===== config.mk =====
export PLATFORM = sky130hd
export DESIGN_NAME = flow_egress
export DESIGN_NICKNAME = d
export VERILOG_FILES = /design/src/flow_pkg.sv /design/src/arb_pkg.sv /design/src/flow_egress.sv
export SDC_FILE = /design/constraint.sdc
export NUM_CORES = 1
export LEC_CHECK = 0
export BUFFER_PORTS_ARGS = -buffer_cell sky130_fd_sc_hd__buf_2
export CAP_MARGIN = 20
export CORE_UTILIZATION = 40
export DETAILED_ROUTE_END_ITERATION = 6
export PLACE_DENSITY_LB_ADDON = 0.3
export SETUP_SLACK_MARGIN = 0.2
export SLEW_MARGIN = 20
export SYNTH_ARGS = -nofsm -noshare
export SYNTH_HDL_FRONTEND = slang
export SYNTH_SLANG_ARGS = --single-unit

===== constraint.sdc =====
create_clock -name clk -period 2.5 [get_ports clk]
set_clock_uncertainty 0.15 [all_clocks]
set_input_delay 0.125 -clock clk [delete_from_list [all_inputs] [get_ports clk]]
set_output_delay 0.125 -clock clk [all_outputs]
set_load 0.03 [all_outputs]

===== src/flow_pkg.sv =====
package flow_pkg;

  // ------------------------------
  // Flow geometry
  // ------------------------------

  // Number of input flows merged onto the output stream
  localparam int NUM_FLOWS = 4;

  // Width of one payload word
  localparam int PAYLOAD_W = 16;

  // Enough bits to index any flow
  localparam int FLOW_ID_W = $clog2(NUM_FLOWS);

  // ------------------------------
  // Data types
  // ------------------------------

  // One payload word as carried by a flow
  typedef logic [PAYLOAD_W-1:0] payload_t;

  // Index of a flow, also the source tag on the output
  typedef logic [FLOW_ID_W-1:0] flow_id_t;

endpackage : flow_pkg


===== src/arb_pkg.sv =====
package arb_pkg;

  import flow_pkg::*;

  // ------------------------------
  // Arbitration types
  // ------------------------------

  // One bit per flow
  // Used for request, grant, can_grant, valid and ready vectors
  typedef logic [NUM_FLOWS-1:0] flow_mask_t;

  // Occupancy of the one-entry egress register
  typedef enum logic {
    EGR_EMPTY = 1'b0,
    EGR_FULL  = 1'b1
  } egress_state_t;

endpackage : arb_pkg


===== src/flow_egress.sv =====
`timescale 1ns/10ps

module flow_egress
  import flow_pkg::*, arb_pkg::*;
(
  input  logic     clk,
  input  logic     rst_n,
  // Winner from the arbiter core
  input  logic     pop_valid,
  input  flow_id_t pop_flow,
  input  payload_t req_data [NUM_FLOWS],
  output logic     pop_ready,
  // External pop side
  output logic     out_valid,
  input  logic     out_ready,
  output payload_t out_data,
  output flow_id_t out_flow
);

  // ------------------------------
  // Register and state
  // ------------------------------

  egress_state_t state_q;
  egress_state_t state_d;
  // Held item and its source tag
  payload_t      data_q;
  flow_id_t      flow_q;
  // Payload of the current winner
  payload_t      sel_data;
  // Pop handshake into the register
  logic          load;

  assign sel_data = req_data[pop_flow];

  // Room when empty, or when the held item leaves this cycle
  assign pop_ready = (state_q == EGR_EMPTY) || out_ready;
  assign load      = pop_valid && pop_ready;

  // Next state
  always_comb begin
    state_d = state_q;
    case (state_q)
      EGR_EMPTY: begin
        if (load) begin
          state_d = EGR_FULL;
        end
      end
      EGR_FULL: begin
        // Item leaves with nothing behind it
        // A leave with a new pop stays full and reloads
        if (out_ready && !load) begin
          state_d = EGR_EMPTY;
        end
      end
      default: begin
        state_d = EGR_EMPTY;
      end
    endcase
  end

  always_ff @(posedge clk or negedge rst_n) begin
    if (!rst_n) begin
      state_q <= EGR_EMPTY;
    end else begin
      state_q <= state_d;
    end
  end

  // Payload and tag, written only on a pop so they hold under back-pressure
  always_ff @(posedge clk) begin
    if (load) begin
      data_q <= sel_data;
      flow_q <= pop_flow;
    end
  end

  // ------------------------------
  // Outputs
  // ------------------------------

  assign out_valid = (state_q == EGR_FULL);
  assign out_data  = data_q;
  assign out_flow  = flow_q;

endmodule : flow_egress


# Word-level counts from Yosys, hierarchy flattened
# Cells that the tools add are included.
# W data, S select, Z words.
dict set report word_totals {
  in_bits 70
  register_bits 19
  elab_cells 16
  output_inout_bits 20
}
dict set report op_classes {
  muxes 6
  reduce_logical 4
  bitwise 2
  n_lt_le_gt_ge 1
}
# operator count
set op_table {}
lappend op_table {{$bmux W16 S2} 1}
lappend op_table {{$mux W16} 2}
lappend op_table {{$ge A3 B3 Y1 const B} 1}
lappend op_table {{$not A2 Y3} 1}
lappend op_table {{$logic_and A1 B1 Y1} 2}
lappend op_table {{$mux W1} 2}
lappend op_table {{$pmux W1 S2} 1}
lappend op_table {{$logic_not A1 Y1} 1}
lappend op_table {{$logic_or A1 B1 Y1} 1}
lappend op_table {{$not A1 Y1} 1}

# Logic depth before layout (Yosys ltp)
dict set report logic_depth {
  word_depth 7
  depth_mapped 3
  depth_no_buf 2
}

# Worst setup path after synthesis
# No wires, ideal clock.
dict set report synth_timing {
  kind {reg2reg}
  from {reg state_q, in the netlist out_valid}
  to {reg data_q[0], in the netlist out_data[0] (enable)}
  n_path_buf 0
  path_slack_ns 0.617
  t_arrival_ns 1.357
  synth_period_minus_slack_ns 1.883
  path_stages_with_launch 3
  setup_time_ns 0.376
  cell_sequence {dfrtp_1 -> nand2b_1 -> and2_1}
}
dict set report synth_via {
  elab_chain_len 3
}
# element line_no
set synth_lines {}
lappend synth_lines {{start, declared} flow_egress.sv:24} ;# egress_state_t state_q;
lappend synth_lines {{start signal, assigned} flow_egress.sv:66} ;# state_q <= state_d;
lappend synth_lines {{$not A1 Y1} flow_egress.sv:37} ;# assign pop_ready = (state_q == EGR_EMPTY) || out_ready;
lappend synth_lines {{$logic_or A1 B1 Y1} flow_egress.sv:37}
lappend synth_lines {{via pop_ready} flow_egress.sv:12} ;# output logic pop_ready,
lappend synth_lines {{$logic_and A1 B1 Y1} flow_egress.sv:38} ;# assign load = pop_valid && pop_ready;
lappend synth_lines {{via load} flow_egress.sv:32} ;# logic load;
lappend synth_lines {{end signal, assigned} flow_egress.sv:73} ;# data_q <= sel_data;
lappend synth_lines {{end, declared} flow_egress.sv:27} ;# payload_t data_q;
# The timed path passes the listed nets, and every way through them passes these cells.
# A chain may end at the register's enable or synchronous reset.

# Worst setup path in the final report
dict set report layout_timing {
  from {reg state_q, in the netlist out_valid}
  to {reg data_q[6], in the netlist out_data[6] (enable)}
}
dict set report layout_via {
  elab_chain_len 3
}
# element line_no
set layout_lines {}
lappend layout_lines {{$not A1 Y1} flow_egress.sv:37}
lappend layout_lines {{$logic_or A1 B1 Y1} flow_egress.sv:37}
lappend layout_lines {{$logic_and A1 B1 Y1} flow_egress.sv:38}
lappend layout_lines {{via load} flow_egress.sv:32}
# The timed path passes the listed nets, and every way through them passes these cells.

==> results.json <==
{
  "syn_nets": 112,
  "worstPathCellList": "nand2b_1 -> and2_1",
  "yosys.area_share.xor_xnor_pct": 0,
  "clkTransAtPathRegs_ns": 0.10,
  "grt.overflow.total": 0,
  "slew-limit-headroom_pct": 50.24,
  "grt_pass1_vias": 795,
  "avgRoutedWirePerCell_um": 15.26,
  "pin_count": 90,
  "simple_logic_cell_fraction_of_the_synthesized_area_pct": 1.861,
  "critical-path-top-delay-family": "simple AND/OR/NAND/NOR gates",
  "post_synth_mux_area_share_pct": 37.97,
  "placement.io_buffers": 89,
  "synthAdderAreaFrac_pct": 0,
  "drv_slew": 0,
  "cts.sinks": 19,
  "total_power_mw": 0.7210,
  "crit_fanout": 18,
  "postRouteWirelength_um": 2488,
  "rsz0062_at_grt": "no",
  "core-area_um2": 2297,
  "status": "finished, final reports clean",
  "postLayoutSetupSlackWorst_ns": 0.8727,
  "detail_route.first_pass.iterations": 4,
  "timing_worst_setup_path_type": "flip-flop to flip-flop",
  "synth-seq-cells": 19,
  "final-hold-violation-count": 0,
  "grt_first_pass_wirelength_um": 3629,
  "via_count_normalized_by_instance_count": 5.080,
  "final_period_minus_worst_setup_slack_ns": 1.627,
  "syn-cell-area_um2": 1008,
  "synth-warning-count": 0,
  "min_period_over_period_pct": 65.09,
  "detail-route-antenna-nets": 0,
  "cts_max_level": 1,
  "floorplan.die_area_um2": 2726,
  "cts.repair.resized": 0,
  "antenna_found_initial": 0,
  "max_freq_ghz": 0.6145,
  "postSynthCellCount": 42,
  "synth_area_per_cell_um2": 24.01,
  "post_route_utilization_pct": 65.90,
  "numCtsBuffers": 3,
  "detailroute.via_count": 828,
  "area_growth_syn_to_layout_pct": 50.12,
  "fill_cell_instance_count_of_the_final_layout": 182,
  "finish.net_count": 206,
  "hold_path_class": "primary input to flip-flop",
  "crit_required_ns": 2.27,
  "seq_area_frac_synth_pct": 56.08,
  "finalWeightedCongestion": 0.7637,
  "cts_post_setup_buffers_inserted": 0,
  "critical_path.max_stage_delay_ns": 0.62,
  "chipHeight_um": 52.21,
  "power-per-cell-area_nw_per_um2": 476.2,
  "tritoncts_clock_tree": "built",
  "drt_iter0_drc": 10,
  "fraction_of_the_mapped_netlist_area_in_compound_gates_pct": 0,
  "synth.top_cell.area_share_pct": 53.60,
  "worstSetupStartpointType": "flip-flop",
  "worst-path-buf-inv": 0,
  "timing.hold.ws_ns": 0.05844,
  "die_w_um": 52.21,
  "dominant_combinational_cell_family_by_area_after_synthesis": "multiplexers",
  "tightest_slew_ns": 0.7464,
  "grt_start_max_net_pins": 19,
  "clock_path_buffers": 2,
  "critPathCaptureType": "flip-flop",
  "cp_data_arrival_time_ns": 1.40,
  "area_used_by_multi_input_combinational_logic_um2": 401.6,
  "timing.final.setup_violations": 0,
  "antenna_cells": 0,
  "track_usage_pct": 19.16,
  "leakage_nw": 0.6967,
  "dp_worst_setup_slack_ns": 0.8669,
  "synthDominantAreaCellType": "sky130_fd_sc_hd__edfxtp_1",
  "floorplan.initialDensity_pct": 43.90,
  "cts.root.buffer_cell": "sky130_fd_sc_hd__clkbuf_4",
  "setup-tns-final_ns": 0,
  "maxCapViolCount": 0,
  "worst_ir_drop_vdd_v": 0.0002524,
  "drc_errors": 0,
  "placementRows": 17,
  "critical-path-slowest-cell": "sky130_fd_sc_hd__and2_1",
  "register_area_um2": 565.5,
  "final_layout_size_suffix_gt1_share_pct": 75.56,
  "post_synth_main_area_contributors": "sky130_fd_sc_hd__edfxtp_1, sky130_fd_sc_hd__mux4_2, sky130_fd_sc_hd__mux4_1",
  "synth_cell_type_count": 9,
  "worstSkewPairLatency_ns": 0.28
}
stage by stage:
stage	area (µm²)	cells
after floorplan	1008	42
after global placement	1448	155
after detailed placement	1448	155
after CTS	1514	163
after global routing	1514	163
final	1514	163
cell usage after synthesis:
cell type                  instances
sky130_fd_sc_hd__and2_1            1
sky130_fd_sc_hd__buf_12            1
sky130_fd_sc_hd__buf_2             2
sky130_fd_sc_hd__buf_6             1
sky130_fd_sc_hd__dfrtp_1           1
sky130_fd_sc_hd__edfxtp_1         18
sky130_fd_sc_hd__mux4_1            6
sky130_fd_sc_hd__mux4_2           10
sky130_fd_sc_hd__nand2b_1          2
routing by layer:
metal  track usage [%]  share of wire, %
met1             26.79                40
met2             30.56                53
met3             2.899               5.9
met4             7.018              0.84
met5                 0                 0
flip-flops by register name (all words and copies together), names as in the netlist:
name and cells:
out_flow 2, out_data 16, out_valid 1
what timing repair did:
action	in CTS	in global routing
hold endpoints to repair	2	0
hold buffers	4	0
endpoints found under the setup margin	0	0
power by group:
group          switching, mW  internal (mW)
sequential           0.00539          0.378
combinational         0.0956         0.0964
clock                 0.0835         0.0619
cell type report:
cell class / instances / area share (%)
tap: 28 / 2.314
timing repair buffer: 93 / 32.07
sequential: 19 / 37.36
clock buffer: 4 / 1.736
multi-input combinational: 19 / 26.53
kinds of logic after synthesis:
logic type,after synthesis
buffers and inverters,4
DFF,19
muxes,16
and+or+nand+nor,3
layout by cell type, fill, tap and decap left out:
cell type                       synthesis  routed
sky130_fd_sc_hd__mux4_1                 6       6
sky130_fd_sc_hd__dfrtp_1                1       1
sky130_fd_sc_hd__mux4_2                10      10
sky130_fd_sc_hd__clkbuf_4               0       3
sky130_fd_sc_hd__nand2b_1               2       2
sky130_fd_sc_hd__edfxtp_1              18      18
sky130_fd_sc_hd__and2_1                 1       1
sky130_fd_sc_hd__buf_2                  2      89
sky130_fd_sc_hd__dlygate4sd3_1          0       4
sky130_fd_sc_hd__clkbuf_1               0       1
path summary, 6_finish.rpt:
kind	startpoint	to	slack [ns]	depth (start not counted)
setup / recovery	out_valid	out_data[6]	0.87	2
hold / removal	req_data[13]	out_data[13]	0.06	2
setup reg to reg	out_valid	out_data[6]	0.87	2
hold reg to reg	out_valid	out_valid	0.93	3
max in group asynchronous	rst_n	out_valid	1.58	3
min in group asynchronous	rst_n	out_valid	0.52	3
No activity file was read; power rests on OpenSTA's default activity.
