File: src/flow_pkg.sv
package flow_pkg;

  // ------------------------------
  // Flow geometry
  // ------------------------------

  // Number of input flows merged onto the output stream
  localparam int NUM_FLOWS = 4;

  // Width of one payload word
  localparam int PAYLOAD_W = 16;

  // Enough bits to index any flow
  localparam int FLOW_ID_W = $clog2(NUM_FLOWS);

  // ------------------------------
  // Data types
  // ------------------------------

  // One payload word as carried by a flow
  typedef logic [PAYLOAD_W-1:0] payload_t;

  // Index of a flow, also the source tag on the output
  typedef logic [FLOW_ID_W-1:0] flow_id_t;

endpackage : flow_pkg

File: src/arb_pkg.sv
package arb_pkg;

  import flow_pkg::*;

  // ------------------------------
  // Arbitration types
  // ------------------------------

  // One bit per flow
  // Used for request, grant, can_grant, valid and ready vectors
  typedef logic [NUM_FLOWS-1:0] flow_mask_t;

  // Occupancy of the one-entry egress register
  typedef enum logic {
    EGR_EMPTY = 1'b0,
    EGR_FULL  = 1'b1
  } egress_state_t;

endpackage : arb_pkg

File: src/flow_ingress.sv
`timescale 1ns/10ps

module flow_ingress
  import flow_pkg::*, arb_pkg::*;
(
  input  logic       clk,
  input  logic       rst_n,
  // Push side from the external sources
  input  flow_mask_t in_valid,
  input  payload_t   in_data [NUM_FLOWS],
  output flow_mask_t in_ready,
  // Registered requests toward the arbiter core
  output flow_mask_t req_valid,
  output payload_t   req_data [NUM_FLOWS],
  input  flow_mask_t req_ready
);

  // ------------------------------
  // Slot storage
  // ------------------------------

  // One occupancy flag per flow
  flow_mask_t full_q;
  // Payload held by each slot
  payload_t   data_q [NUM_FLOWS];

  // Handshakes on both sides of the slots
  flow_mask_t push;
  flow_mask_t pop;

  assign push = in_valid & in_ready;
  assign pop  = req_valid & req_ready;

  // Occupancy flags
  // Push needs an empty slot and pop needs a full one,
  // so both never hit the same slot on one edge
  always_ff @(posedge clk or negedge rst_n) begin
    if (!rst_n) begin
      full_q <= '0;
    end else begin
      full_q <= (full_q | push) & ~pop;
    end
  end

  // Payload capture on push only
  // Held stable while the slot waits for a grant
  always_ff @(posedge clk) begin
    for (int i = 0; i < NUM_FLOWS; i++) begin
      if (push[i]) begin
        data_q[i] <= in_data[i];
      end
    end
  end

  // ------------------------------
  // Outputs
  // ------------------------------

  // Ready only while the slot is empty
  // A slot freed by a pop takes a new push from the next cycle on
  assign in_ready = ~full_q;

  // Requests come straight from the flags, never from the external valids
  assign req_valid = full_q;
  assign req_data  = data_q;

endmodule : flow_ingress

File: config.mk
export PLATFORM = sky130hd
export DESIGN_NAME = flow_ingress
export DESIGN_NICKNAME = d
export VERILOG_FILES = /design/src/flow_pkg.sv /design/src/arb_pkg.sv /design/src/flow_ingress.sv
export SDC_FILE = /design/constraint.sdc
export NUM_CORES = 1
export LEC_CHECK = 0
export BUFFER_PORTS_ARGS = -buffer_cell sky130_fd_sc_hd__buf_2
export CAP_MARGIN = 10
export CORE_UTILIZATION = 40
export DETAILED_ROUTE_END_ITERATION = 8
export PLACE_DENSITY = 0.81
export SLEW_MARGIN = 30
export SYNTH_ARGS = -nofsm -noshare
export SYNTH_HDL_FRONTEND = slang
export SYNTH_SLANG_ARGS = --single-unit
File: constraint.sdc
create_clock -name clk -period 2.3 [get_ports clk]
set_input_delay 0.69 -clock clk [delete_from_list [all_inputs] [get_ports clk]]
set_output_delay 0.69 -clock clk [all_outputs]
set_load 0.005 [all_outputs]
# Word level (Yosys, flattened, before mapping)
# Cells that the tools add are included.
dict set report word_totals {
  register_bits 68
  inputBits 74
  word_cells 11
}
dict set report classes {
  n_bitwise 6
}
# operator n
set op_table {}
lappend op_table {{AND 4 bit} 3}
lappend op_table {{inverter 4 bit} 2}
lappend op_table {{OR 4 bit} 1}

# Longest topological paths before layout
# Gate-level depths: netlist (run 1).
dict set report depth {
  word_depth 4
  ltp_mapped 2
}

# Worst setup path after synthesis (run 1)
# Ideal clock, no wire load.
dict set report synth_timing {
  path_kind {input to register}
  start {in in_valid[3]}
  end {reg data_q, in the netlist req_data[0], enable pin}
  arrival_time_ns 1.190
  t_required_ns 1.923
  setup_slack_ns 0.734
  cell_stages 1
  path_buffers 0
  path_cell_list {nor2b_2}
}
dict set report synth_via {
  elab_chain_len 1
}
# item line_no
set synth_lines {}
lappend synth_lines {{from (decl)} flow_ingress.sv:9} ;# input flow_mask_t in_valid,
lappend synth_lines {{AND 4 bit} flow_ingress.sv:31} ;# assign push = in_valid & in_ready;
lappend synth_lines {{to (signal, indexed assignment)} flow_ingress.sv:50} ;# data_q[i] <= in_data[i];
lappend synth_lines {{to (decl)} flow_ingress.sv:25} ;# payload_t data_q [NUM_FLOWS];
# No other way between the ends.
# A chain may end at the register's enable or synchronous reset.

# Worst setup path in the final report (run 1)
dict set report layout_timing {
  start {reg full_q[1], in the netlist req_valid[1]}
  end {out in_ready[1]}
}
dict set report layout_via {
  elab_chain_len 1
}
# item line_no
set layout_lines {}
lappend layout_lines {{from (decl)} flow_ingress.sv:23} ;# flow_mask_t full_q;
lappend layout_lines {{from (signal assigned)} flow_ingress.sv:41} ;# full_q <= (full_q | push) & ~pop;
lappend layout_lines {{inverter 4 bit} flow_ingress.sv:61} ;# assign in_ready = ~full_q;
lappend layout_lines {{to (decl)} flow_ingress.sv:11} ;# output flow_mask_t in_ready,
# No other way between the ends.

==> results of run 1 <==
how the worst max path moves through the flow:
stage | start | end | slack [ns] | depth (start not counted)
2_1_floorplan | in_valid[3] | req_data[0]$_DFFE_PP_ | 0.73 | 1
3_3_place_gp | in_valid[1] | req_data[41]$_DFFE_PP_ | 0.66 | 3
3_5_place_dp | in_valid[1] | req_data[47]$_DFFE_PP_ | 0.58 | 3
4_1_cts | req_valid[1]$_DFF_PN0_ | in_ready[1] | 0.68 | 2
5_1_grt | req_valid[1]$_DFF_PN0_ | in_ready[1] | 0.65 | 2
6_report | req_valid[1]$_DFF_PN0_ | in_ready[1] | 0.71 | 2
flip-flops by register name, summed over array words and instances, names as in the netlist:
| name | flops |
|---|---|
| req_valid | 4 |
| req_data | 64 |
cells in the final DEF, fill, tap and decap left out:
master	n
buf_2	145
inv_2	4
o21bai_1	4
clkinv_2	1
clkbuf_8	9
nor2b_2	4
clkbuf_1	3
dfrtp_1	4
edfxtp_1	64
buf_4	4
clkinv_1	3
kinds of logic (layout without fill, tap and decap cells):
family	Yosys count	in the layout	synth area share
buf+inv	4	169	0.007141
simple gates	4	4	0.01666
compound gates	4	4	0.01429
flops	68	68	0.9619
metal layers:
layer | part of all wire | global-route usage
met3 | 0.12 | 0.07859
met4 | 0.021 | 0.1027
met5 | 0 | 0
met2 | 0.52 | 0.2412
met1 | 0.34 | 0.1263
power breakdown:
part	total (W)	switching (W)	internal, W
Clock	0.000747	0.000368	0.000379
Sequential	0.00150	0.0000281	0.00147
Combinational	0.000239	0.000115	0.000123
final cells by class:
cell class	instances	area, sq um
Sequential cell	68	2022
Clock buffer	12	135.1
Inverter	4	15.01
Clock inverter	4	16.27
Fill cell	399	1978
Timing Repair Buffer	149	755.7
Multi-Input combinational cell	8	65.06
Tap cell	70	87.58
critical path, cell delays in order, from the launching register on:
cell     delay [ns]
dfrtp_1        0.42
inv_2          0.07
buf_2          0.11
through the flow:
stage	std cells	power (W)	hold slack, ns	instance area (sq um)	util
finish	315	0.002483	0.1876	3097	0.6102
global route	315	0.002605	0.1722	3097	0.6102
CTS	315	0.002523	0.1762	3097	0.6102
detailed placement	299	0.001765	0.5288	2945	0.5804
global placement	299	0.001757	0.5282	2945	0.5804
floorplan	80	0.001590	0.3944	2102	-
==> summary.txt, run 1 <==
STA
  – Worst slew pin tran: 0.4426 ns
  – Worst slew margin: 0.7036
  – RSZ-0062 raised after global routing: no
  – Final slew viol count: 0
  – Setup ws final: a little over 0.7 ns
  – TNS Setup: 0 ns
  – Fin crit share: 0.6906
  – Peak Freq: around 630 MHz
  – Final setup viols: 0
  – Clock Skew: about 0.007 ns
  – Period minus WS final: around 1.6 ns
  – Final Hold Viols: 0

Clock tree
  – Post-CTS Setup Inserts: 0
  – CTS Sinks: 68
  – Total CTS buffers: 9
  – Worst-path clk slew: 0.06 ns
  – CTS tree: done
  – Hold_buf cts: 0
  – Clock latency at the later pin of the worst-skew pair: ~0.31 ns
  – H-tree levels: 3
  – Root Driver: clkbuf_8
  – Max clock buf depth: 2
  – # resized after CTS: 0

Yosys
  – Post-synth ARST share: 0.05882
  – Cell count after synthesis: 80
  – Seq/Total Area, Yosys: 0.9619
  – Post-Syn Area: roughly 0.0021 sq mm
  – Yosys top cell area share: 0.9143
  – Synth Area per Inst: between 20 and 30 sq um
  – Synth Flop Type: edfxtp_1
  – Net Count, Synth: between 150 and 200
  – Most frequent cell after synthesis: edfxtp_1
  – Library cells used by synthesis: 5
  – Yosys warns: 0
  – Area leader, netlist: edfxtp_1
  – Number of synthesized flops with an enable pin: 64
  – Most frequent cells after synthesis: edfxtp_1, dfrtp_1, inv_2, nor2b_2, o21bai_1
  – Post-synthesis register bit count: between 60 and 70
  – Top cells by area, synth: edfxtp_1, dfrtp_1, nor2b_2

Die
  – Initial core utilization: 0.4142
  – # rows: 26
  – I/O pin cnt: 146
  – Die ar.: 0.005549 sq mm
  – Die height: approximately 74 microns
  – Die Wd: between 70 and 80 microns
  – Core Area: approximately 0.0051 sq mm

Global routing
  – Total track usage: 0.1423
  – Antenna violations before repair: 0
  – Grt total ovfl: 0
  – First-pass GRT wire length: roughly 5400 microns
  – Pin count of the biggest net entering global routing: 18
  – Number of global-route vias before repair: about 1.2k

Detailed routing
  – Via count: approximately 1.3k
  – Via/cell ratio: around 4.2
  – Post-Route WL: just under 4000 microns
  – Post-route ant nets: 0
  – First DRT Iteration DRCs: 54
  – Residual DRC: 0
  – Wire length per cell: 12.54 microns
  – Detailed Routing Iterations Pass 1: 3

Layout
  – Layout cells sized above 1: 0.6816
  – Antenna diodes: 0
  – Layout Nets: ~310
  – Synth-to-layout area growth: 47.32%

Worst setup path
  – Worst R2R Start: req_valid[1]$_DFF_PN0_
  – Crit path kind: reg2out
  – Reg-to-Reg End: req_data[47]$_DFFE_PP_
  – Type of origin of the critical path: flop
  – WP data arrival: around 0.9 ns
  – Req. time, crit path: 1.61 ns
  – Worst-path fanout max: 3
  – Crit end category: primary output
  – R2R Setup Slk: slightly above 0.9 ns
  – Reg2Reg Depth: 2

Placement
  – Post-Place Setup Slack: about 0.58 ns
  – # port buffers: between 100 and 150
  – Final HPWL DP: 3107 microns
  – Routability cong.: approximately 0.74

Run
  – Maxcap violations: 0

Outcome
  – Status: finished clean

Pwr
  – Power Density: 801.7 mW/mm^2
  – Static Leak: about 1.4 nW
  – Worst VDD drop: about 0.00039 V

Min path
  – Hold Crit Class: in2async
Power figures use the tool's default switching activity.
==> run 2: changes to the inputs <==
--- a/config.mk
+++ b/config.mk
@@ -5,11 +5,12 @@
 export SDC_FILE = /design/constraint.sdc
 export NUM_CORES = 1
 export LEC_CHECK = 0
+export ABC_AREA = 1
 export BUFFER_PORTS_ARGS = -buffer_cell sky130_fd_sc_hd__buf_2
 export CAP_MARGIN = 10
-export CORE_UTILIZATION = 40
+export CORE_UTILIZATION = 36
 export DETAILED_ROUTE_END_ITERATION = 8
-export PLACE_DENSITY = 0.81
+export PLACE_DENSITY = 0.77
 export SLEW_MARGIN = 30
 export SYNTH_ARGS = -nofsm -noshare
 export SYNTH_HDL_FRONTEND = slang
==> constraint.sdc (replaced) <==
create_clock -name clk -period 1.4 [get_ports clk]
set_input_delay 0.42 -clock clk [delete_from_list [all_inputs] [get_ports clk]]
set_output_delay 0.42 -clock clk [all_outputs]
set_load 0.005 [all_outputs]
==> summary.txt, run 2 <==
Outcome
  – Status: finished clean

Detailed routing
  – Detailed Routing Iterations Pass 1: 4 (+1)
  – Post-Route WL: 4187 microns (+6.0%)
  – First DRT Iteration DRCs: 43 (-20%)
  – Residual DRC: 0 (unchanged)
  – Via count: 1359 (+2.3%)
  – Wire length per cell: 12.69 microns (+1.2%)
  – Via/cell ratio: 4.118 (-2.3%)
  – Post-route ant nets: 0 (unchanged)

Pwr
  – Overall power: 0.004647 W (+87%)
  – Combinational power share: 0.098 (+0.002)
  – Internal cell power: 0.003697 W (+88%)
  – Power Density: 1421 mW/mm^2 (+77%)
  – Clock power share: 0.373 (+0.072)
  – P_sw: 0.0009492 W (+86%)
  – Flop pwr share: 0.528 (-0.075)
  – Switching share of power: 0.2043 (-0.001667)
  – Worst VDD drop: 0.001068 V (+180%)
  – Static Leak: 1.471 nW (+8.4%)

Yosys
  – Top cells by area, synth: edfxtp_1, dfrtp_1, nand2_2
  – Post-Syn Area: 0.002132 sq mm (+1.4%)
  – Synth Area per Inst: 23.17 sq um (-12%)
  – Yosys top cell area share: 0.9014 (-0.01288)
  – Area leader, netlist: edfxtp_1
  – Main combinational cell family by area after synthesis: simple AND/OR/NAND/NOR gates
  – Cell count after synthesis: 92 (+15%)
  – Simple-Gate Fraction of Synth Area: 0.03052 (+0.01385)
  – Compound-Gate Fraction of Synth Area: 0 (-0.01429)
  – Synth Flop Type: edfxtp_1
  – Mux contribution to synthesized area: 0 (unchanged)
  – Post-Synth XOR/XNOR Area: 0 (unchanged)
  – Most frequent cell after synthesis: edfxtp_1
  – Number of synthesized flops with an enable pin: 64 (unchanged)
  – Most frequent cells after synthesis: edfxtp_1, inv_1, nand2_2
  – Adder-Cell Fraction of Synth Area: 0 (unchanged)
  – Library cells used by synthesis: 6 (+1)
  – Net Count, Synth: 166 (+7.8%)
  – Seq/Total Area, Yosys: 0.9484 (-0.01355)
  – Post-synthesis register bit count: 68 (unchanged)
  – Yosys warns: 0 (unchanged)
  – Post-synth ARST share: 0.05882 (unchanged)

Worst setup path
  – Worst-path fanout max: 3 (unchanged)
  – Req. time, crit path: 0.98 ns (-0.63 ns)
  – Crit end category: primary output
  – Crit path kind: reg2out
  – Type of origin of the critical path: flop
  – CP bufs+invs: 2 (unchanged)
  – WP data arrival: 0.91 ns (about the same)
  – Slowest cell on crit path: dfrtp_1
  – Max incr delay on CP: 0.40 ns (-0.02 ns)
  – Crit-path cells: inv_2 > buf_2
  – Top delay family on crit path: flip-flops

STA
  – Final slew viol count: 0 (unchanged)
  – Peak Freq: 750.4 MHz
  – Fin crit share: 0.9519
  – Final setup viols: 0 (unchanged)
  – TNS Setup: 0 ns (unchanged)
  – Period minus WS final: ~1.3 ns
  – Final Hold Viols: 0 (unchanged)
  – Clock Skew: 0.01285 ns (+0.005830 ns)
  – Worst slew margin: 0.9149 (+0.2113)
  – Worst slew pin tran: 0.1276 ns (-0.3149 ns)
  – RSZ-0062 raised after global routing: no

Clock tree
  – Root Driver: clkbuf_8
  – Total CTS buffers: 9 (unchanged)
  – Worst-path clk slew: 0.08 ns (+0.02 ns)
  – H-tree levels: 3 (unchanged)
  – CTS tree: done
  – Post-CTS Setup Inserts: 0 (unchanged)
  – Clock latency at the later pin of the worst-skew pair: 0.32 ns (about the same)
  – Max clock buf depth: 2 (unchanged)
  – CTS Sinks: 68 (unchanged)

Layout
  – Filler cells: 462 (+16%)
  – Layout Nets: 327 (+4.1%)
  – Synth-to-layout area growth: 53.35%
  – Commonest non-fill, non-tap cell in the layout: buf_2
  – Non-filler instance count after layout: 330 (+4.8%)
  – Commonest cells after routing, fill and taps aside: buf_2, edfxtp_1, clkbuf_8
  – Design Area, Final: 0.003269 sq mm (+5.6%)
  – Max reg flops: 64 (unchanged)
  – Layout cells sized above 1: 0.6860 (+0.004414)
  – Antenna diodes: 0 (unchanged)

Global routing
  – Total track usage: 0.1392 (-0.003066)
  – Grt total ovfl: 0 (unchanged)
  – Number of global-route vias before repair: 1383 (+11%)
  – First-pass GRT wire length: 6196 microns (+14%)
  – Antenna violations before repair: 0 (unchanged)
  – Pin count of the biggest net entering global routing: 17 (-1)

Placement
  – Dpl cell area: 0.003028 sq mm (+2.8%)
  – # port buffers: 145 (unchanged)
  – Placed cells: 313 (+4.7%)
  – Routability cong.: 0.6606 (-11%)
  – Final HPWL DP: 3226 microns (+3.8%)

Die
  – Die height: 78.96 microns (+6.0%)
  – I/O pin cnt: 146 (unchanged)
  – Initial core utilization: 0.3802 (-0.03401)
  – # rows: 27 (+3.8%)
  – Die ar.: 0.006234 sq mm (+12%)
  – Core Area: 0.005608 sq mm (+11%)
  – Die Wd: 78.96 microns (+6.0%)

Min path
  – Hold Crit Class: in2reg

Run
  – Maxcap violations: 0 (unchanged)
==> run 2: cell count changes after synthesis <==
cell / previous run / this run
inv_1: 0 / 8
nand2_1: 0 / 4
nand2_2: 0 / 8
nor2b_2: 4 / 0
o21bai_1: 4 / 0
==> run 2: cells by family after synthesis <==
| logic type | count (synthesis) |
|---|---|
| buffers and inverters | 12 |
| flip-flops | 68 |
| AND/OR/NAND/NOR | 12 |
==> run 2: power groups by stage <==
stage	Sequential [W]	Combinational [W]	Clock (W)
after floorplan	0.00252	0.0000963	0
after global placement	0.00249	0.000446	0
after detailed placement	0.00250	0.000456	0
after CTS	0.00246	0.000458	0.00179
after global routing	0.00247	0.000503	0.00189
final	0.00245	0.000457	0.00173
==> run 2: timing repair <==
action | CTS | global route
hold buffers | 1 | 0
endpoints found under the hold margin | 4 | 0
setup endpoints to repair | 0 | 1
gates resized for setup | 0 | 1
==> run 2: path summary, 6_finish.rpt <==
kind	endpoint	cells after the start	slack, ns	startpoint
worst max-delay path	in_ready[0]	2	0.07	req_valid[0]$_DFF_PN0_
worst min-delay path	req_data[32]$_DFFE_PP_	1	0.26	in_data[32]
worst max register to register	req_data[47]$_DFFE_PP_	4	0.30	req_valid[1]$_DFF_PN0_
worst min register to register	req_valid[0]$_DFF_PN0_	2	0.54	req_valid[0]$_DFF_PN0_
max in group asynchronous	req_valid[3]$_DFF_PN0_	2	0.80	rst_n
min in group asynchronous	req_valid[1]$_DFF_PN0_	2	0.46	rst_n
==> run 2: layer usage <==
layer	share of wire	GRT usage
met5	0	0
met4	0.022	0.09818
met3	0.089	0.04943
met2	0.51	0.2304
met1	0.38	0.1480
==> run 2: area by class of cell <==
| type | instances | area (sq um) | area share |
|---|---|---|---|
| clock buffers | 10 | 137.6 | 0.04210 |
| well taps | 72 | 90.09 | 0.02755 |
| repair buffers | 150 | 822.0 | 0.2514 |
| flip-flops and latches | 68 | 2022 | 0.6184 |
| multi-input cells | 12 | 65.06 | 0.01990 |
| inverters | 12 | 45.04 | 0.01378 |
| clock inverters | 6 | 87.58 | 0.02679 |
==> run 2: per-stage QoR <==
stage               hold slack (ns)  worst slack (ns)  utilization
floorplan                    0.1244            0.1878            -
global placement             0.2494            0.2979       0.5399
detailed placement           0.2392            0.2690       0.5399
CTS                          0.2432           0.03900       0.5819
global route                 0.2348          0.001883       0.5830
finish                       0.2628           0.06737       0.5830
